===== src/rtl/ingress_pkg.sv =====
// Router ingress shared definitions

package ingress_pkg;

    ////////////////////////////////////////////////////////////////////////////
    // Sizes

    // Physical ingress ports and their index width
    localparam int NUM_PORTS      = 4;
    localparam int PORT_IDX_WIDTH = 2;

    // Beat geometry, same on every port and on the converged bus
    localparam int DATA_BYTES = 4;
    localparam int DATA_WIDTH = DATA_BYTES * 8;

    // Per-port packet store
    localparam int BUF_DEPTH      = 64;
    localparam int BUF_ADDR_WIDTH = 6;
    localparam int MAX_PKT_WORDS  = 32;

    localparam int COUNTER_WIDTH = 32;

    ////////////////////////////////////////////////////////////////////////////
    // Beat and counter types

    // One beat from a physical port
    typedef struct packed {
        logic [DATA_WIDTH-1:0] data;
        logic [DATA_BYTES-1:0] keep;
        logic                  last;
    } ingress_beat_t;

    // Converged bus beat, tagged with the port it came from
    typedef struct packed {
        logic [DATA_WIDTH-1:0]     data;
        logic [DATA_BYTES-1:0]     keep;
        logic                      last;
        logic [PORT_IDX_WIDTH-1:0] ingress_port;
    } bus_beat_t;

    typedef logic [COUNTER_WIDTH-1:0] pkt_count_t;

endpackage


===== src/rtl/ingress_port_buffer.sv =====
// Ingress port packet buffer
`timescale 1ns/10ps

module ingress_port_buffer import ingress_pkg::*; (
    input  logic          clk,
    input  logic          reset,
    input  logic          port_enable,
    input  logic          in_valid,
    input  ingress_beat_t in_beat,
    input  logic          pop,
    output logic          pkt_avail,
    output ingress_beat_t head_beat,
    output logic          pkt_commit,
    output logic          buf_overflow
);

    // Packet store
    ingress_beat_t mem [BUF_DEPTH-1:0];

    // Pointers carry one extra bit so a full store differs from an empty one
    logic [BUF_ADDR_WIDTH:0] wr_ptr;
    logic [BUF_ADDR_WIDTH:0] commit_ptr;
    logic [BUF_ADDR_WIDTH:0] rd_ptr;
    logic [BUF_ADDR_WIDTH:0] fill;

    // Number of whole packets ready for the arbiter
    logic [BUF_ADDR_WIDTH:0] pkt_cnt;

    logic in_pkt;
    logic discard;
    logic first_beat;
    logic drop_beat;
    logic buf_full;
    logic take_beat;
    logic overflow_now;
    logic commit_now;
    logic pop_last;

    ////////////////////////////////////////////////////////////////////////////
    // Write side decisions

    assign first_beat = in_valid && !in_pkt;

    // Disabled port at packet start drops the whole packet quietly
    assign drop_beat = discard || (first_beat && !port_enable);

    // Fill never exceeds the depth, so the top bit alone marks full
    assign fill     = wr_ptr - rd_ptr;
    assign buf_full = fill[BUF_ADDR_WIDTH];

    assign take_beat    = in_valid && !drop_beat && !buf_full;
    assign overflow_now = in_valid && !drop_beat && buf_full;
    assign commit_now   = take_beat && in_beat.last;

    always_ff @(posedge clk) begin
        if (take_beat) begin
            mem[wr_ptr[BUF_ADDR_WIDTH-1:0]] <= in_beat;
        end
    end

    always_ff @(posedge clk) begin
        if (reset) begin
            in_pkt       <= 1'b0;
            discard      <= 1'b0;
            wr_ptr       <= '0;
            commit_ptr   <= '0;
            pkt_commit   <= 1'b0;
            buf_overflow <= 1'b0;
        end else begin
            pkt_commit   <= commit_now;
            buf_overflow <= overflow_now;

            if (in_valid) begin
                in_pkt <= !in_beat.last;
            end

            // Rest of the packet is skipped after a drop, up to its last beat
            if (in_valid && in_beat.last) begin
                discard <= 1'b0;
            end else if (overflow_now || (first_beat && !port_enable)) begin
                discard <= 1'b1;
            end

            // Overflow throws away the partial packet written so far
            if (overflow_now) begin
                wr_ptr <= commit_ptr;
            end else if (take_beat) begin
                wr_ptr <= wr_ptr + 1'b1;
            end

            if (commit_now) begin
                commit_ptr <= wr_ptr + 1'b1;
            end
        end
    end

    ////////////////////////////////////////////////////////////////////////////
    // Read side

    assign head_beat = mem[rd_ptr[BUF_ADDR_WIDTH-1:0]];
    assign pop_last  = pop && head_beat.last;
    assign pkt_avail = (pkt_cnt != '0);

    always_ff @(posedge clk) begin
        if (reset) begin
            rd_ptr  <= '0;
            pkt_cnt <= '0;
        end else begin
            if (pop) begin
                rd_ptr <= rd_ptr + 1'b1;
            end
            // Commit and a popped tail can land in the same cycle
            if (commit_now && !pop_last) begin
                pkt_cnt <= pkt_cnt + 1'b1;
            end else if (pop_last && !commit_now) begin
                pkt_cnt <= pkt_cnt - 1'b1;
            end
        end
    end

endmodule


===== config.mk =====
export PLATFORM = sky130hd
export DESIGN_NAME = ingress_port_buffer
export DESIGN_NICKNAME = d
export VERILOG_FILES = /design/src/rtl/ingress_pkg.sv /design/src/rtl/ingress_port_buffer.sv
export SDC_FILE = /design/constraint.sdc
export NUM_CORES = 2
export LEC_CHECK = 0
export BUFFER_PORTS_ARGS = -buffer_cell sky130_fd_sc_hd__buf_2
export CORE_AREA = 2 2 431 433
export CTS_BUF_LIST = sky130_fd_sc_hd__clkbuf_8
export DETAILED_ROUTE_END_ITERATION = 12
export DIE_AREA = 0 0 433 435
export PLACE_DENSITY = 0.65
export SYNTH_ARGS = -nofsm -noshare
export SYNTH_HDL_FRONTEND = slang
export SYNTH_SLANG_ARGS = --single-unit
export TNS_END_PERCENT = 100

===== constraint.sdc =====
create_clock -name clk -period 11.55 [get_ports clk]
set_input_delay 1.7325 -clock clk [delete_from_list [all_inputs] [get_ports clk]]
set_output_delay 1.7325 -clock clk [all_outputs]
set_load 0.02 [all_outputs]

==> report_table.html <==
<table>
<tr><th>Metric</th><th>Value</th></tr>
<tr><th colspan="2">GRT</th></tr>
<tr><td>Wire length of the first global-routing pass</td><td>345 mm</td></tr>
<tr><td>Number of global-route vias before repair</td><td>45,657</td></tr>
<tr><td>Maximum number of pins on one net before global-route repair</td><td>112</td></tr>
<tr><td>Initial antenna violation count</td><td>20</td></tr>
<tr><td>Overall Global Routing Usage</td><td>26.3%</td></tr>
<tr><td>Total overflow reported by the global router</td><td>0</td></tr>
<tr><th colspan="2">Synthesis</th></tr>
<tr><td>Most used flip-flop cell after synthesis</td><td>sky130_fd_sc_hd__edfxtp_1</td></tr>
<tr><td>Post-synthesis cell type count</td><td>58</td></tr>
<tr><td>Cell count after synthesis</td><td>4,037</td></tr>
<tr><td>Sequential area share after synthesis</td><td>78.6%</td></tr>
<tr><td>Average instance area after synthesis</td><td>22.7 um^2</td></tr>
<tr><td>Fraction of synthesized cell area taken by the top area cell type</td><td>77.7%</td></tr>
<tr><td>Biggest area consumer among synthesized cells</td><td>sky130_fd_sc_hd__edfxtp_1</td></tr>
<tr><td>Number of storage elements in the synthesis netlist</td><td>2,406</td></tr>
<tr><td>Number of enable flip-flop cells after synthesis</td><td>2,368</td></tr>
<tr><td>Async SR Flop Fraction</td><td>0%</td></tr>
<tr><td>Number of warnings reported in the yosys synthesis log</td><td>0</td></tr>
<tr><td>Mapped Area</td><td>91,500 um^2</td></tr>
<tr><td>Top post-synthesis cells by area</td><td>sky130_fd_sc_hd__edfxtp_1, sky130_fd_sc_hd__mux4_2, sky130_fd_sc_hd__a22oi_1</td></tr>
<tr><td>Net count after synthesis</td><td>4,093</td></tr>
<tr><th colspan="2">Routing</th></tr>
<tr><td>Vias per cell</td><td>6.38</td></tr>
<tr><td>Total vias in the final route</td><td>45,647</td></tr>
<tr><td>Post-route DRC violation count</td><td>0</td></tr>
<tr><td>DRT iter0 DRCs</td><td>6,443</td></tr>
<tr><td>DR WL/cell</td><td>34.5 um</td></tr>
<tr><td>Remaining antenna violation count after routing</td><td>0</td></tr>
<tr><td>Final wirelength</td><td>247 mm</td></tr>
<tr><td>Number of search-and-repair iterations in the first detailed-routing pass</td><td>5</td></tr>
<tr><th colspan="2">STA</th></tr>
<tr><td>Final clock period utilization by the worst path</td><td>64.3%</td></tr>
<tr><td>Max-slew headroom at the worst pin</td><td>17.6%</td></tr>
<tr><td>Number of pins with negative max-slew slack in the final report</td><td>0</td></tr>
<tr><td>Maximum frequency from static timing analysis</td><td>0.135 GHz</td></tr>
<tr><td>Total Negative Setup Slacks</td><td>0 ns</td></tr>
<tr><td>Transition time at the pin with the least slew margin</td><td>1.24 ns</td></tr>
<tr><td>Worst-case clock skew</td><td>0.0871 ns</td></tr>
<tr><td>Fin crit period</td><td>7.43 ns</td></tr>
<tr><td>Final setup violating endpoints</td><td>0</td></tr>
<tr><td>Final Hold Viols</td><td>0</td></tr>
<tr><td>RSZ-0062 raised after global routing</td><td>false</td></tr>
<tr><th colspan="2">Setup path</th></tr>
<tr><td>CP Capture Type</td><td>primary output</td></tr>
<tr><td>Element type at the critical path start</td><td>register</td></tr>
<tr><td>R2R depth</td><td>16</td></tr>
<tr><td>Critical path's most frequent cell</td><td>sky130_fd_sc_hd__buf_4</td></tr>
<tr><td>Reg-to-Reg End</td><td>pkt_cnt[6]$_SDFFE_PP0P_</td></tr>
<tr><td>Required @ worst endpoint</td><td>9.82 ns</td></tr>
<tr><td>Critical path class</td><td>reg2out</td></tr>
<tr><td>Cell with the largest stage delay on the worst path</td><td>sky130_fd_sc_hd__buf_4</td></tr>
<tr><td>FF-to-FF setup slack</td><td>5.45 ns</td></tr>
<tr><td>Crit-path max cell delay</td><td>0.87 ns</td></tr>
<tr><td>Arrival @ worst endpoint</td><td>5.70 ns</td></tr>
<tr><td>Critical path, cell by cell</td><td>buf_4 -&gt; buf_4 -&gt; buf_4 -&gt; mux4_2 -&gt; a22oi_1 -&gt; a21oi_1 -&gt; nor2_1 -&gt; o221ai_1 -&gt; buf_2</td></tr>
<tr><td>Critical path fanouts, max</td><td>62</td></tr>
<tr><th colspan="2">Placement</th></tr>
<tr><td>Total half-perimeter wirelength after legalization and detailed placement</td><td>129 mm</td></tr>
<tr><td>Final weighted congestion in routability-driven placement</td><td>0.789</td></tr>
<tr><td>Number of buffers added on ports</td><td>81</td></tr>
<tr><td>DP Cell Count</td><td>6,497</td></tr>
<tr><th colspan="2">Clock network</th></tr>
<tr><td>Largest buffer count on any clock path</td><td>4</td></tr>
<tr><td>TritonCTS clock tree</td><td>done</td></tr>
<tr><td>Root buffer selected by CTS</td><td>sky130_fd_sc_hd__clkbuf_8</td></tr>
<tr><td># resized after CTS</td><td>0</td></tr>
<tr><td>Count of hold-fix buffers inserted at cts</td><td>0</td></tr>
<tr><td>Register clock-pin slew on the reported worst setup and hold paths</td><td>0.06 ns</td></tr>
<tr><td>Clock Sink Count</td><td>2,406</td></tr>
<tr><td>Clock latency reported for the late side of the worst-skew pair</td><td>1.08 ns</td></tr>
<tr><td># H-tree levels</td><td>5</td></tr>
<tr><td>Buffer count from post-CTS setup fixing</td><td>0</td></tr>
<tr><td>CTS buffer count</td><td>383</td></tr>
<tr><th colspan="2">Floorplan</th></tr>
<tr><td>Die ar.</td><td>188,000 um^2</td></tr>
<tr><td>Die width</td><td>433 um</td></tr>
<tr><td>I/O pins</td><td>82</td></tr>
<tr><td>Placeable core region</td><td>184,000 um^2</td></tr>
<tr><td>Initial Utilization</td><td>49.7%</td></tr>
<tr><td>Count of standard-cell rows</td><td>158</td></tr>
<tr><td>Height of the chip</td><td>435 um</td></tr>
<tr><th colspan="2">Pwr</th></tr>
<tr><td>Worst IR Drop VDD</td><td>0.128 mV</td></tr>
<tr><td>Total leakage power</td><td>31.7 nW</td></tr>
<tr><td>Pwr/cell area</td><td>170 nW/um^2</td></tr>
<tr><th colspan="2">Min path</th></tr>
<tr><td>Min-delay worst type</td><td>reg2reg</td></tr>
<tr><td>Hold_sp</td><td>commit_ptr[1]$_SDFFE_PP0P_</td></tr>
<tr><td>Worst Hold Endpoint</td><td>commit_ptr[1]$_SDFFE_PP0P_</td></tr>
<tr><td>Hold Crit Depth</td><td>2</td></tr>
<tr><th colspan="2">Final layout</th></tr>
<tr><td>Number of standard cells in the final layout excluding fillers</td><td>7,160</td></tr>
<tr><td>Most frequent standard cell in the layout excluding fill and tap cells</td><td>sky130_fd_sc_hd__edfxtp_1</td></tr>
<tr><td>Proportion of layout cells with a drive suffix above 1</td><td>28.9%</td></tr>
<tr><td>Final layout net count</td><td>4,458</td></tr>
<tr><td>Area growth from synthesis to layout</td><td>11.8%</td></tr>
<tr><td>Commonest cells after routing, fill and taps aside</td><td>sky130_fd_sc_hd__edfxtp_1, sky130_fd_sc_hd__mux4_2, sky130_fd_sc_hd__clkbuf_8, sky130_fd_sc_hd__inv_1, sky130_fd_sc_hd__a22oi_1</td></tr>
<tr><th colspan="2">Status</th></tr>
<tr><td>Result of the run</td><td>completed</td></tr>
<tr><th colspan="2">Run</th></tr>
<tr><td>Max capacitance violation total</td><td>0</td></tr>
</table>
## logic make-up (layout without fill, tap and decap cells)
| kind of cell | after synthesis | count (layout) | share of synthesized area (%) |
|---|---|---|---|
| flip-flops | 2406 | 2406 | 78.6 |
| multiplexers | 604 | 604 | 14.7 |
| AO/OA/AOI/OAI | 432 | 432 | 3.42 |
| AND/OR/NAND/NOR | 324 | 324 | 1.74 |
| buffers and inverters | 247 | 879 | 1.27 |
| adder cells (fa/ha/maj) | 14 | 14 | 0.200 |
| XOR/XNOR | 10 | 10 | 0.0957 |
| other | 0 | 11 | 0 |
## layer usage
layer / track usage, % / part of all wire [%] / vias up
met5: 0 / 0.026 / -
met4: 8.20 / 3.1 / 10
met3: 6.07 / 11 / 457
met2: 40.7 / 47 / 2673
met1: 37.6 / 38 / 24423
li1: - / - / 18084
## synth_stat cells (9+ instances only)
cell / count
sky130_fd_sc_hd__dfxtp_1: 38
sky130_fd_sc_hd__a221oi_1: 50
sky130_fd_sc_hd__buf_2: 54
sky130_fd_sc_hd__nand3_1: 36
sky130_fd_sc_hd__mux4_2: 592
sky130_fd_sc_hd__edfxtp_1: 2368
sky130_fd_sc_hd__nor2b_1: 30
sky130_fd_sc_hd__nand2_1: 64
sky130_fd_sc_hd__a22oi_1: 142
sky130_fd_sc_hd__inv_1: 12
sky130_fd_sc_hd__a21oi_1: 76
sky130_fd_sc_hd__o21ai_0: 28
sky130_fd_sc_hd__a31oi_1: 9
sky130_fd_sc_hd__nor3_1: 17
sky130_fd_sc_hd__ha_1: 13
sky130_fd_sc_hd__buf_4: 17
sky130_fd_sc_hd__buf_6: 14
sky130_fd_sc_hd__clkbuf_1: 128
sky130_fd_sc_hd__o22ai_1: 17
sky130_fd_sc_hd__nor2_1: 118
sky130_fd_sc_hd__buf_1: 20
sky130_fd_sc_hd__o221ai_1: 19
sky130_fd_sc_hd__a22o_1: 68
## worst max-delay path: cells and delay by family (launching register included)
kind                   cells  cell delay [ns]
and+or+nand+nor            1             0.36
buffers and inverters      4             2.52
muxes                      1             0.41
AOI/OAI and AO/OA          3             0.74
DFF                        1             0.49
## report_power, final
part           switching [mW]  internal [mW]
sequential             0.0259           9.62
clock                    3.22           3.40
combinational           0.666          0.426
## through the flow
| step | setup WS, ns | instance area [um^2] | hold slack (ns) | total power, mW | util, % |
|---|---|---|---|---|---|
| 6_report | 4.12 | 102000 | 0.465 | 17.4 | 55.6 |
| 5_1_grt | 4.04 | 102000 | 0.497 | 17.9 | 55.6 |
| 4_1_cts | 4.17 | 102000 | 0.467 | 17.5 | 55.6 |
| 3_5_place_dp | 5.27 | 95500 | 0.458 | 10.9 | 51.9 |
| 3_3_place_gp | 5.22 | 95500 | 0.442 | 10.9 | 51.9 |
| 2_1_floorplan | 6.71 | 91500 | 0.434 | 10.5 | - |
## sequential cells by signal (all words and copies together), names as in the netlist, named ones only
signal        cells
pkt_commit        1
in_pkt            1
wr_ptr            7
commit_ptr        7
pkt_cnt           7
discard           1
buf_overflow      1
mem            2368
rd_ptr            7
## worst max-delay path by stage
stage,start,endpoint,slack [ns],depth (start not counted)
6_report,register,head_beat[18],4.12,9
5_1_grt,register,head_beat[18],4.04,9
4_1_cts,register,head_beat[18],4.17,9
3_5_place_dp,register,head_beat[18],5.27,9
3_3_place_gp,register,head_beat[18],5.22,9
2_1_floorplan,port_enable,mem[55][0]$_DFFE_PP_,6.71,5
## area by class of cell
class | count | area (um^2)
fill | 13616 | 81700
sequential | 2406 | 71900
multi-input combinational | 1384 | 19000
clock buffer | 390 | 5370
tap | 2480 | 3100
timing repair buffer | 213 | 1500
clock inverter | 262 | 1390
inverter | 14 | 52.6
antenna | 11 | 27.5
Power figures use the tool's default switching activity.
