===== src/rtl/ingress_pkg.sv =====
// Router ingress shared definitions

package ingress_pkg;

    ////////////////////////////////////////////////////////////////////////////
    // Sizes

    // Physical ingress ports and their index width
    localparam int NUM_PORTS      = 4;
    localparam int PORT_IDX_WIDTH = 2;

    // Beat geometry, same on every port and on the converged bus
    localparam int DATA_BYTES = 4;
    localparam int DATA_WIDTH = DATA_BYTES * 8;

    // Per-port packet store
    localparam int BUF_DEPTH      = 64;
    localparam int BUF_ADDR_WIDTH = 6;
    localparam int MAX_PKT_WORDS  = 32;

    localparam int COUNTER_WIDTH = 32;

    ////////////////////////////////////////////////////////////////////////////
    // Beat and counter types

    // One beat from a physical port
    typedef struct packed {
        logic [DATA_WIDTH-1:0] data;
        logic [DATA_BYTES-1:0] keep;
        logic                  last;
    } ingress_beat_t;

    // Converged bus beat, tagged with the port it came from
    typedef struct packed {
        logic [DATA_WIDTH-1:0]     data;
        logic [DATA_BYTES-1:0]     keep;
        logic                      last;
        logic [PORT_IDX_WIDTH-1:0] ingress_port;
    } bus_beat_t;

    typedef logic [COUNTER_WIDTH-1:0] pkt_count_t;

endpackage


===== src/rtl/ingress_counters.sv =====
// Packet counters for the ports and the converged bus
`timescale 1ns/10ps

module ingress_counters import ingress_pkg::*; (
    input  logic                 clk,
    input  logic                 reset,
    input  logic [NUM_PORTS-1:0] pkt_commit,
    input  logic [NUM_PORTS-1:0] port_cnt_clear,
    input  logic                 bus_pkt_done,
    input  logic                 bus_cnt_clear,
    output pkt_count_t           port_pkt_cnt [NUM_PORTS-1:0],
    output pkt_count_t           bus_pkt_cnt
);

    // Slots 0 to NUM_PORTS-1 are the ports, the top slot is the bus
    pkt_count_t           cnt     [NUM_PORTS:0];
    logic [NUM_PORTS:0]   cnt_inc;
    logic [NUM_PORTS:0]   cnt_clr;

    assign cnt_inc = {bus_pkt_done, pkt_commit};
    assign cnt_clr = {bus_cnt_clear, port_cnt_clear};

    ////////////////////////////////////////////////////////////////////////////
    // Count update, clear has priority

    always_ff @(posedge clk) begin
        if (reset) begin
            for (int i = 0; i <= NUM_PORTS; i++) begin
                cnt[i] <= '0;
            end
        end else begin
            for (int i = 0; i <= NUM_PORTS; i++) begin
                if (cnt_clr[i]) begin
                    cnt[i] <= '0;
                end else if (cnt_inc[i]) begin
                    cnt[i] <= cnt[i] + 1'b1;
                end
            end
        end
    end

    generate
        for (genvar p = 0; p < NUM_PORTS; p++) begin : g_port_cnt
            assign port_pkt_cnt[p] = cnt[p];
        end
    endgenerate

    assign bus_pkt_cnt = cnt[NUM_PORTS];

endmodule


===== config.mk =====
export PLATFORM = sky130hd
export DESIGN_NAME = ingress_counters
export DESIGN_NICKNAME = d
export VERILOG_FILES = /design/src/rtl/ingress_pkg.sv /design/src/rtl/ingress_counters.sv
export SDC_FILE = /design/constraint.sdc
export NUM_CORES = 1
export LEC_CHECK = 0
export ABC_CLOCK_PERIOD_IN_PS = 3200
export BUFFER_PORTS_ARGS = -buffer_cell sky130_fd_sc_hd__buf_2
export CAP_MARGIN = 10
export CORE_ASPECT_RATIO = 1.2
export CORE_MARGIN = 1.5
export CORE_UTILIZATION = 55
export DETAILED_ROUTE_END_ITERATION = 7
export PLACE_DENSITY = 0.81
export SYNTH_ARGS = -nofsm -noshare
export SYNTH_HDL_FRONTEND = slang
export SYNTH_SLANG_ARGS = --single-unit

===== constraint.sdc =====
create_clock -name clk -period 3.2 [get_ports clk]
set_input_delay 0.48 -clock clk [delete_from_list [all_inputs] [get_ports clk]]
set_output_delay 0.48 -clock clk [all_outputs]
set_load 0.02 [all_outputs]

==> reports/results.txt, run 1 <==
Peak supply drop: 0.2236 mV
Syn avg cell area: 10.33 sq um
CP Class: register to register
CTS tree: done
Max reg flops: 160
Worst Min Path Start: pkt_commit[1]
Outcome: complete, no violations
Final setup viols: 0
DRT iter0 DRCs: 676
Clk_lat worst skew: 430 ps
Share of cells above drive strength 1: 0.2094
Dpl ws: 752.3 ps
Syn Nets: 891
Worst setup margin: 707.1 ps
Hold buffers post-CTS: 0
I/O pin count: 172
Post-synth EDFFs: 160
Synth Cell Area: 0.009025 sq mm
Sequential share of power: 0.507
HPWL after DPL: 14.39 mm
Core Box Area: 0.01614 sq mm
Mapped Cells: 874
Vias: 7817
Total clock sinks: 160
Critical R2R Capture: cnt[1][24]
Launching point of the worst reg2reg path: cnt[1][0]
Largest regs: cnt (160)
Hold path depth: 2
Initial cell density of the core: 0.5590
DR vias/cell: 6.229
CTS clock-pin slew for the worst setup and hold paths: 70 ps
Fillers: 1301
Postcts setup bufs: 0
Worst-margin pin slew: 864.9 ps
CP dominant cell by count: or4_1
Die height: 143.3 um
Leakage: 3.951 nW
Count of different cell masters after synthesis: 39
H-tree depth: 4
Initial antenna violation count: 2
Resized Gates After CTS: 0
Crit-path max cell delay: 820 ps
Pwr Total: 4.968 mW
Post-Route Setup TNS: 0 ps
Hold Path Class: input port to register
WL final: 21.12 mm
Util after Layout: 0.6591
Pin count of the biggest net entering global routing: 33
Seq/Total Area, Yosys: 0.5324
Biggest register: cnt
Post-synth ARST share: 0
RePlAce Congestion: 0.8165
Clock Skews: 10.83 ps
Worst reg2reg setup slack: 710 ps
Worst-path maximum fanout: 14
Clock power share: 0.419
Setup crit end kind: register
Flops & latches, synth: 160
Post-DRT Antenna Nets: 0
Hold Vio Cnt, Final: 0
Hold endpoint: cnt[1][1]
Top cell type's share of synthesized area: 0.5324
Crit. Startpoint: cnt[1][0]
Max cap viols: 0
Int Pwr: 3.746 mW
Slew Viols, Final: 0
Sequential Area: 0.004805 sq mm
Drt drc: 0
Vias in the first global route: 6895
Area of all placed cells without fillers: 0.01064 sq mm
Total track usage: 0.2419
CTS buffer count: 17
Sw power: 1.222 mW
Gate power share: 0.074
Crit share post-route: 0.7790
CTS root buffer: clkbuf_16
Area growth, synth to finish: 17.90%
Chip width: 119.9 um
Total congestion overflow: 0
IO Port Bufs: 171
Top FF cell, synth: edfxtp_1
DP Area: 0.01004 sq mm
WP data required: 3500 ps
Minimum clock period: 2493 ps
Synth top area cells: edfxtp_1 53%, or4_1 5.6%, o31ai_1 4.2%
FMAX: 401.1 MHz
CP arrival: 2790 ps
Leading area contributor after synthesis: edfxtp_1
Reg2Reg Depth: 5
Pre-antenna DRT Iters: 5
Multi-input gate area: 0.003951 sq mm
First-pass GRT wire length: 33.78 mm
CTS max path bufs: 2
Die area: 0.01719 sq mm
Worst Setup Start Kind: register
Sw Share: 0.2460
RSZ-0062 raised after global routing: false
Crit-path cells: ha_1 > nand3_1 > or4_1 > or4_1 > nand2_1
DR WL/cell: 16.83 um
Slew HR: 0.4222
Crit-path slowest cell: or4_1
Yosys Warn Count: 0
Final #Nets: 1045
Row count: 51
P per Cell Area: 466.9 mW/mm^2
[cells in the final DEF (no fill, tap or decap), types with 3 or more instances in the layout]
| cell type | netlist | final |
|---|---|---|
| nand2b_1 | 4 | 4 |
| a21oi_1 | 73 | 73 |
| ha_1 | 5 | 5 |
| nand4_1 | 45 | 45 |
| nand2_1 | 71 | 71 |
| clkbuf_1 | 42 | 3 |
| xnor2_1 | 23 | 23 |
| inv_1 | 21 | 21 |
| clkinv_4 | 0 | 3 |
| and4_1 | 22 | 22 |
| buf_4 | 1 | 11 |
| bufinv_16 | 0 | 3 |
| buf_2 | 2 | 171 |
| xor2_1 | 31 | 31 |
| clkinvlp_4 | 0 | 3 |
| o211ai_1 | 14 | 14 |
| nor4_1 | 9 | 9 |
| nand3_1 | 53 | 53 |
| mux2i_1 | 4 | 4 |
| or4_1 | 67 | 67 |
| and2_1 | 20 | 20 |
| edfxtp_1 | 160 | 160 |
| o311ai_0 | 4 | 4 |
| o31ai_1 | 50 | 50 |
| clkbuf_16 | 0 | 17 |
| or3_1 | 22 | 22 |
| and3_1 | 15 | 15 |
| o21ai_0 | 22 | 22 |
| nor3_1 | 10 | 10 |
| nor2_1 | 68 | 68 |
[metal layers]
layer / global-route usage / part of all wire
met5: 0 / 0
met1: 0.3263 / 0.42
met2: 0.3940 / 0.51
met4: 0.07644 / 0.015
met3: 0.05000 / 0.053
[power groups by stage]
stage,clock network [mW],logic (mW),registers [mW]
finish,2.08,0.370,2.52
global route,2.19,0.400,2.53
CTS,2.11,0.373,2.51
detailed placement,0,0.371,2.56
global placement,0,0.367,2.55
floorplan,0,0.119,2.65
[critical path: cells and delay by family, from the launching register on]
family | cells | cell delay, ps
flip-flops | 1 | 430
adder cells (fa/ha/maj) | 1 | 220
AND/OR/NAND/NOR | 4 | 1700
[layout make-up]
cell class / count / area share
Clock buffer: 20 / 0.04104
Tap cell: 212 / 0.02493
Multi-Input combinational cell: 646 / 0.3714
Timing Repair Buffer: 182 / 0.08819
Inverter: 21 / 0.007408
Antenna cell: 2 / 0.0004704
Clock inverter: 12 / 0.01505
Sequential cell: 160 / 0.4516
[cell usage after synthesis, types with 2 or more instances]
cell type / n
a21oi_1: 73
and2_1: 20
and3_1: 15
and4_1: 22
buf_2: 2
clkbuf_1: 42
edfxtp_1: 160
ha_1: 5
inv_1: 21
mux2i_1: 4
nand2_1: 71
nand2b_1: 4
nand3_1: 53
nand4_1: 45
nor2_1: 68
nor3_1: 10
nor3b_1: 2
nor4_1: 9
o211ai_1: 14
o21ai_0: 22
o311ai_0: 4
o31ai_1: 50
or3_1: 22
or3_2: 2
or3b_2: 2
or4_1: 67
xnor2_1: 23
xor2_1: 31
[stage by stage]
step                      instances  hold WS (ps)
after floorplan                 874         702.9
after global placement         1221         602.8
after detailed placement       1221         618.9
after CTS                      1253         408.2
after global routing           1255         425.9
final                          1255         414.8
[kinds of logic (layout without fill, tap and decap cells)]
group / count (synthesis) / count (layout) / share of synthesized area
other: 0 / 2 / 0
flip-flops: 160 / 160 / 0.5324
multiplexers: 4 / 4 / 0.004437
AO/OA/AOI/OAI: 165 / 165 / 0.1116
XOR/XNOR: 54 / 54 / 0.05240
adder cells (fa/ha/maj): 5 / 5 / 0.006932
AND/OR/NAND/NOR: 418 / 418 / 0.2624
buffers and inverters: 68 / 235 / 0.02981
[worst max path at each step]
stage	to	slack, ps	cells after the start
floorplan	cnt[3][16]	980	7
global placement	cnt[1][26]	810	5
detailed placement	cnt[1][24]	750	5
CTS	cnt[1][24]	720	5
global route	cnt[1][24]	530	5
finish	cnt[1][24]	710	5
(Power assumes the default switching activity.)
==> run 2: changes to the inputs <==
- ABC_AREA: default -> 1
- ABC_CLOCK_PERIOD_IN_PS: 3200 -> 2200
- CORE_UTILIZATION: 55 -> 52
- PLACE_DENSITY: 0.81 -> 0.8
- clock period: 3.2 -> 2.2 ns (I/O delays scaled with it)
==> run 2 against run 1 <==
Effect of this change: non-clock buffer count did not move; global-route usage rose by 1.3 points; area after synthesis rose by 7.8%; register-to-register slack got worse by 400 ps; via count rose by 16%; first-iteration DRC count fell by 24%; critical path depth rose by 3; die area rose by 14%; synthesized cell count rose by 45%; power rose by 48%; worst setup slack got worse by 400 ps; clock power rose by 49%; largest power group unchanged; highest routed layer unchanged.
==> reports/results.txt, run 2 <==
DR WL/cell: 14.22 um (was 16.83 um)
Most frequent cells after synthesis: 362 x nand2_1, 327 x nor2_1, 160 x edfxtp_1, 103 x a21oi_1 (was 160 x edfxtp_1, 73 x a21oi_1, 71 x nand2_1, 68 x nor2_1, 67 x or4_1)
WL final: 24.10 mm (was 21.12 mm)
Top-count cell post-synth: nand2_1 (was edfxtp_1)
Resized Gates After CTS: 0 (unchanged)
Area growth, synth to finish: 18.01% (was 17.90%)
Clk_lat worst skew: 420 ps (was 430 ps)
CTS tree: done (unchanged)
CTS clock-pin slew for the worst setup and hold paths: 60 ps (was 70 ps)
Yosys Warn Count: 0 (unchanged)
Worst Setup Start Kind: register (unchanged)
Total track usage: 0.2550 (was 0.2419)
Post-Route Setup TNS: 0 ps (unchanged)
HPWL after DPL: 17.84 mm (was 14.39 mm)
Clock Skews: 12.46 ps (was 10.83 ps)
Chip width: 127.9 um (was 119.9 um)
CP Class: register to register (unchanged)
Most common cell after layout, fill and taps aside: nand2_1 (was buf_2)
H-tree depth: 4 (unchanged)
Share of cells above drive strength 1: 0.1810 (was 0.2094)
Pre-antenna DRT Iters: 5 (unchanged)
Synth top area cells: edfxtp_1 49%, nand2_1 14%, nor2_1 13% (was edfxtp_1 53%, or4_1 5.6%, o31ai_1 4.2%)
Initial cell density of the core: 0.5334 (was 0.5590)
Crit-path slowest cell: edfxtp_1 (was or4_1)
Crit-path cells: ha_1 > nand2_1 > nor2_1 > nand2_1 > nor2_1 > nand3_1 > nand2_1 > nor2_1 (was ha_1 > nand3_1 > or4_1 > or4_1 > nand2_1)
Post-DRT Antenna Nets: 0 (unchanged)
Post-synth ARST share: 0 (unchanged)
Top FF cell, synth: edfxtp_1 (unchanged)
Hold Path Class: input port to register (unchanged)
Grt met3 use: 0.04830 (was 0.05000)
Global route hottest layer: met2 (unchanged)
Crit share post-route: 0.8594 (was 0.7790)
Leading area contributor after synthesis: edfxtp_1 (unchanged)
Slew Viols, Final: 0 (unchanged)
Slew HR: 0.6912 (was 0.4222)
CP arrival: 2060 ps (was 2790 ps)
Max cap viols: 0 (unchanged)
Syn avg cell area: 7.674 sq um (was 10.33 sq um)
Seq/Total Area, Yosys: 0.4938 (was 0.5324)
Syn Nets: 1285 (was 891)
Worst-path maximum fanout: 7 (was 14)
RSZ-0062 raised after global routing: false (unchanged)
Post-synth EDFFs: 160 (unchanged)
WP data required: 2370 ps (was 3500 ps)
Die height: 152.9 um (was 143.3 um)
Postcts setup bufs: 0 (unchanged)
Met2 usage: 0.4414 (was 0.3940)
Leakage: 4.259 nW (was 3.951 nW)
DR vias/cell: 5.368 (was 6.229)
Count of different cell masters after synthesis: 26 (was 39)
Crit-path max cell delay: 430 ps (was 820 ps)
Hold buffers post-CTS: 0 (unchanged)
Initial antenna violation count: 0 (was 2)
Total congestion overflow: 0 (unchanged)
Flops & latches, synth: 160 (unchanged)
RePlAce Congestion: 0.8980 (was 0.8165)
CTS buffer count: 17 (unchanged)
Total clock sinks: 160 (unchanged)
I/O pin count: 172 (unchanged)
Mapped Cells: 1268 (was 874)
Outcome: complete, no violations (unchanged)
Vias in the first global route: 8852 (was 6895)
Worst-margin pin slew: 461.5 ps (was 864.9 ps)
Max reg flops: 160 (unchanged)
Setup crit end kind: register (unchanged)
Synth Cell Area: 0.009731 sq mm (was 0.009025 sq mm)
DRT iter0 DRCs: 513 (was 676)
Placed instance count: 1664 (was 1221)
Row count: 54 (was 51)
Final setup viols: 0 (unchanged)
Largest regs: cnt (160) (unchanged)
Post-Layout Cell Count: 1694 (was 1255)
Util after Layout: 0.6295 (was 0.6591)
Die area: 0.01955 sq mm (was 0.01719 sq mm)
Vias: 9093 (was 7817)
Minimum clock period: 1891 ps (was 2493 ps)
First-pass GRT wire length: 40.80 mm (was 33.78 mm)
P per Cell Area: 639.6 mW/mm^2 (was 466.9 mW/mm^2)
Peak supply drop: 0.4523 mV (was 0.2236 mV)
Pin count of the biggest net entering global routing: 33 (unchanged)
Hold Vio Cnt, Final: 0 (unchanged)
FMAX: 528.9 MHz (was 401.1 MHz)
IO Port Bufs: 171 (unchanged)
Top cell type's share of synthesized area: 0.4938 (was 0.5324)
Final #Nets: 1476 (was 1045)
Commonest non-fill, non-tap cells in the layout: 362 x nand2_1, 327 x nor2_1, 171 x buf_2, 160 x edfxtp_1, 103 x a21oi_1 (was 171 x buf_2, 160 x edfxtp_1, 73 x a21oi_1, 71 x nand2_1, 68 x nor2_1)
CTS max path bufs: 2 (unchanged)
CTS root buffer: clkbuf_16 (unchanged)
M1 GR Usage: 0.3183 (was 0.3263)
Core Box Area: 0.01824 sq mm (was 0.01614 sq mm)
Drt drc: 0 (unchanged)
Antenna cell count: 0 (was 2)
Biggest register: cnt (unchanged)
==> run 2: routing by layer <==
layer | routed length [um] | vias up | share of wire
li1 | - | 4543 | -
met1 | 10030 | 4197 | 0.42
met2 | 12190 | 316 | 0.51
met3 | 1464 | 37 | 0.061
met4 | 408 | 0 | 0.017
met5 | 0 | - | 0
==> run 2: cell families after synthesis <==
logic type	after synthesis	synth area share
xor+xnor	24	0.02160
fa+ha+maj	5	0.006429
flops	160	0.4938
buf+inv	106	0.04860
compound gates	134	0.07329
simple gates	839	0.3563
==> run 2: worst paths after layout <==
path                     startpoint  cells past startpoint         end  slack (ps)
setup / recovery          cnt[1][0]                      8  cnt[1][20]         310
hold / removal    port_cnt_clear[1]                      4  cnt[1][19]         360
setup reg to reg          cnt[1][0]                      8  cnt[1][20]         310
hold reg to reg          cnt[2][31]                      2  cnt[2][31]         620
==> run 2: stage by stage <==
step / total power, mW / setup slack (ps) / instance area [sq um] / hold WS, ps
final: 7.345 / 309.3 / 11480 / 360.8
after global routing: 7.587 / 105.5 / 11480 / 367.1
after CTS: 7.400 / 348.1 / 11480 / 338.0
after detailed placement: 4.318 / 367.3 / 10880 / 616.0
after global placement: 4.304 / 474.9 / 10880 / 593.9
after floorplan: 4.069 / 425.8 / 9731 / 627.5
==> run 2: area by class of cell <==
class | instances | area [sq um]
clock inverter | 10 | 162.7
inverter | 96 | 370.4
multi-input combinational | 1002 | 4453
tap | 224 | 280.3
fill | 1647 | 6759
timing repair buffer | 182 | 975.9
clock buffer | 20 | 436.7
sequential | 160 | 4805
==> run 2: worst max-delay path, delay by kind of cell, from the launching register on <==
kind	cells	cell delay [ps]
adder cells (fa/ha/maj)	1	220
flip-flops	1	430
AND/OR/NAND/NOR	7	1000
==> run 2: where the power goes <==
part	total (mW)	switching, mW	internal (mW)	leakage, nW
combinational	0.592	0.406	0.187	2.12
sequential	3.67	0.181	3.48	1.86
clock	3.09	1.20	1.89	0.276
total	7.35	1.79	5.56	4.26
==> run 3: changes to the inputs <==
- CORE_UTILIZATION: 52 -> 30
- PLACE_DENSITY: 0.8 -> 0.54
==> run 3 against run 2 <==
Effect of this change: cell area grew 2.0%; combinational power grew 2%; via count shrank 2.1%; non-clock buffer count grew 2; clock power shrank 2%; register-to-register slack gained 30 ps; clock skew grew 0.92 ps; sequential cell count is the same; sequential power is essentially flat; die area grew 72%; first-iteration DRC count grew 21%; critical endpoint is now cnt[3][18].
==> reports/results.txt, run 3 (synthesis gave the netlist of run 2 again) <==
Outcome: complete, no violations (unchanged)
Vias: 8902 (was 9093)
Most common cell after layout, fill and taps aside: nand2_1 (unchanged)
DR vias/cell: 4.735 (was 5.368)
Post-Route Setup TNS: 0 ps (unchanged)
Area growth, synth to finish: 20.42% (was 18.01%)
P per Cell Area: 622.3 mW/mm^2 (was 639.6 mW/mm^2)
Slew HR: 0.6874 (was 0.6912)
Drt drc: 0 (unchanged)
Die height: 200.3 um (was 152.9 um)
Hold Path Class: input port to register (unchanged)
WP data required: 2380 ps (was 2370 ps)
Max cap viols: 0 (unchanged)
Worst Setup Start Kind: register (unchanged)
CTS max path bufs: 2 (unchanged)
Hold Vio Cnt, Final: 0 (unchanged)
Vias in the first global route: 8539 (was 8852)
Final #Nets: 1478 (was 1476)
Antenna cell count: 0 (unchanged)
Clock power share: 0.414 (was 0.420)
Initial antenna violation count: 0 (unchanged)
Sequential share of power: 0.503 (was 0.499)
Setup crit end kind: register (unchanged)
Resized Gates After CTS: 0 (unchanged)
Minimum clock period: 1864 ps (was 1891 ps)
Chip width: 167.4 um (was 127.9 um)
Gate power share: 0.083 (was 0.081)
WL final: 27.15 mm (was 24.10 mm)
CP arrival: 2050 ps (was 2060 ps)
IO Port Bufs: 171 (unchanged)
Hold Slack: 349.6 ps (was 360.8 ps)
DR WL/cell: 14.44 um (was 14.22 um)
Total clock sinks: 160 (unchanged)
Initial cell density of the core: 0.3034 (was 0.5334)
H-tree depth: 4 (unchanged)
CTS tree: done (unchanged)
FMAX: 536.4 MHz (was 528.9 MHz)
CTS root buffer: clkbuf_16 (unchanged)
Largest regs: cnt (160) (unchanged)
Core Box Area: 0.03207 sq mm (was 0.01824 sq mm)
Post-DRT Antenna Nets: 0 (unchanged)
Total track usage: 0.1649 (was 0.2550)
Leakage: 4.274 nW (was 4.259 nW)
Worst-path maximum fanout: 7 (unchanged)
Slew Viols, Final: 0 (unchanged)
HPWL after DPL: 20.21 mm (was 17.84 mm)
Int Pwr: 5.447 mW (was 5.560 mW)
I/O pin count: 172 (unchanged)
Sw power: 1.845 mW (was 1.785 mW)
Crit share post-route: 0.8474 (was 0.8594)
Biggest register: cnt (unchanged)
Pin count of the biggest net entering global routing: 33 (unchanged)
Total congestion overflow: 0 (unchanged)
Fillers: 3381 (was 1647)
Sw Share: 0.2531 (was 0.2430)
Pre-antenna DRT Iters: 5 (unchanged)
RePlAce Congestion: 0.9038 (was 0.8980)
Share of cells above drive strength 1: 0.1819 (was 0.1810)
DRT iter0 DRCs: 620 (was 513)
Worst-margin pin slew: 467.2 ps (was 461.5 ps)
First-pass GRT wire length: 44.20 mm (was 40.80 mm)
Hold buffers post-CTS: 0 (unchanged)
CTS clock-pin slew for the worst setup and hold paths: 70 ps (was 60 ps)
RSZ-0062 raised after global routing: false (unchanged)
CTS buffer count: 17 (unchanged)
Clk_lat worst skew: 430 ps (was 420 ps)
Commonest non-fill, non-tap cells in the layout: 362 x nand2_1, 327 x nor2_1, 171 x buf_2, 160 x edfxtp_1, 103 x a21oi_1 (unchanged)
Final setup viols: 0 (unchanged)
Die area: 0.03353 sq mm (was 0.01955 sq mm)
Peak supply drop: 0.4255 mV (was 0.4523 mV)
Max reg flops: 160 (unchanged)
Postcts setup bufs: 0 (unchanged)
CP Class: register to register (unchanged)
Clock Skews: 13.37 ps (was 12.46 ps)
Row count: 72 (was 54)
-- run 3: changes by cell type in the layout (fill, tap and decap cells not counted), sizes merged --
cell / delta
buf: +2
bufinv: -1
clkinv: +4
clkinvlp: -2
-- run 3: path summary, 6_finish.rpt --
| path | startpoint | to | slack [ps] | depth (start not counted) |
|---|---|---|---|---|
| worst max-delay path | cnt[3][0] | cnt[3][18] | 340 | 8 |
| worst min-delay path | bus_cnt_clear | cnt[4][13] | 350 | 4 |
| worst max register to register | cnt[3][0] | cnt[3][18] | 340 | 8 |
| worst min register to register | cnt[4][0] | cnt[4][0] | 620 | 1 |
-- run 3: through the flow --
stage	utilization	power, mW	cell area [sq um]	instances	worst slack (ps)
after floorplan	-	4.069	9731	1268	425.8
after detailed placement	0.3474	4.346	11140	1849	351.8
after global routing	0.3654	7.580	11720	1880	56.11
final	0.3654	7.292	11720	1880	335.8
after CTS	0.3654	7.406	11720	1880	340.0
after global placement	0.3474	4.340	11140	1849	411.3
-- run 3: layer usage --
| layer | track usage | routed length [um] | vias up |
|---|---|---|---|
| li1 | - | - | 4543 |
| met1 | 0.2034 | 12100 | 4092 |
| met2 | 0.2824 | 13130 | 236 |
| met3 | 0.03616 | 1472 | 31 |
| met4 | 0.05888 | 449 | 0 |
| met5 | 0 | 0 | - |
-- run 3: power by group through the flow --
| stage | Sequential [mW] | Clock [mW] | Combinational [mW] |
|---|---|---|---|
| after floorplan | 3.85 | 0 | 0.219 |
| after global placement | 3.73 | 0 | 0.611 |
| after detailed placement | 3.73 | 0 | 0.612 |
| after CTS | 3.67 | 3.12 | 0.614 |
| after global routing | 3.70 | 3.22 | 0.664 |
| final | 3.67 | 3.02 | 0.605 |
-- run 3: critical path, cell delays in order (launching register included) --
cell,delay (ps)
edfxtp_1,440
ha_1,200
nand2_1,80
nor2_2,150
nand2_1,190
nor2_1,320
nand3_1,120
nand2_1,80
nor2_1,40
-- run 3: final cells by class --
type / count / area (sq um) / share of cell area
Tap cell: 407 / 509.2 / 0.04346
Inverter: 96 / 370.4 / 0.03161
Clock inverter: 11 / 140.1 / 0.01196
Sequential cell: 160 / 4805 / 0.4100
Clock buffer: 20 / 436.7 / 0.03727
Timing Repair Buffer: 184 / 1003 / 0.08564
Multi-Input combinational cell: 1002 / 4453 / 0.3800
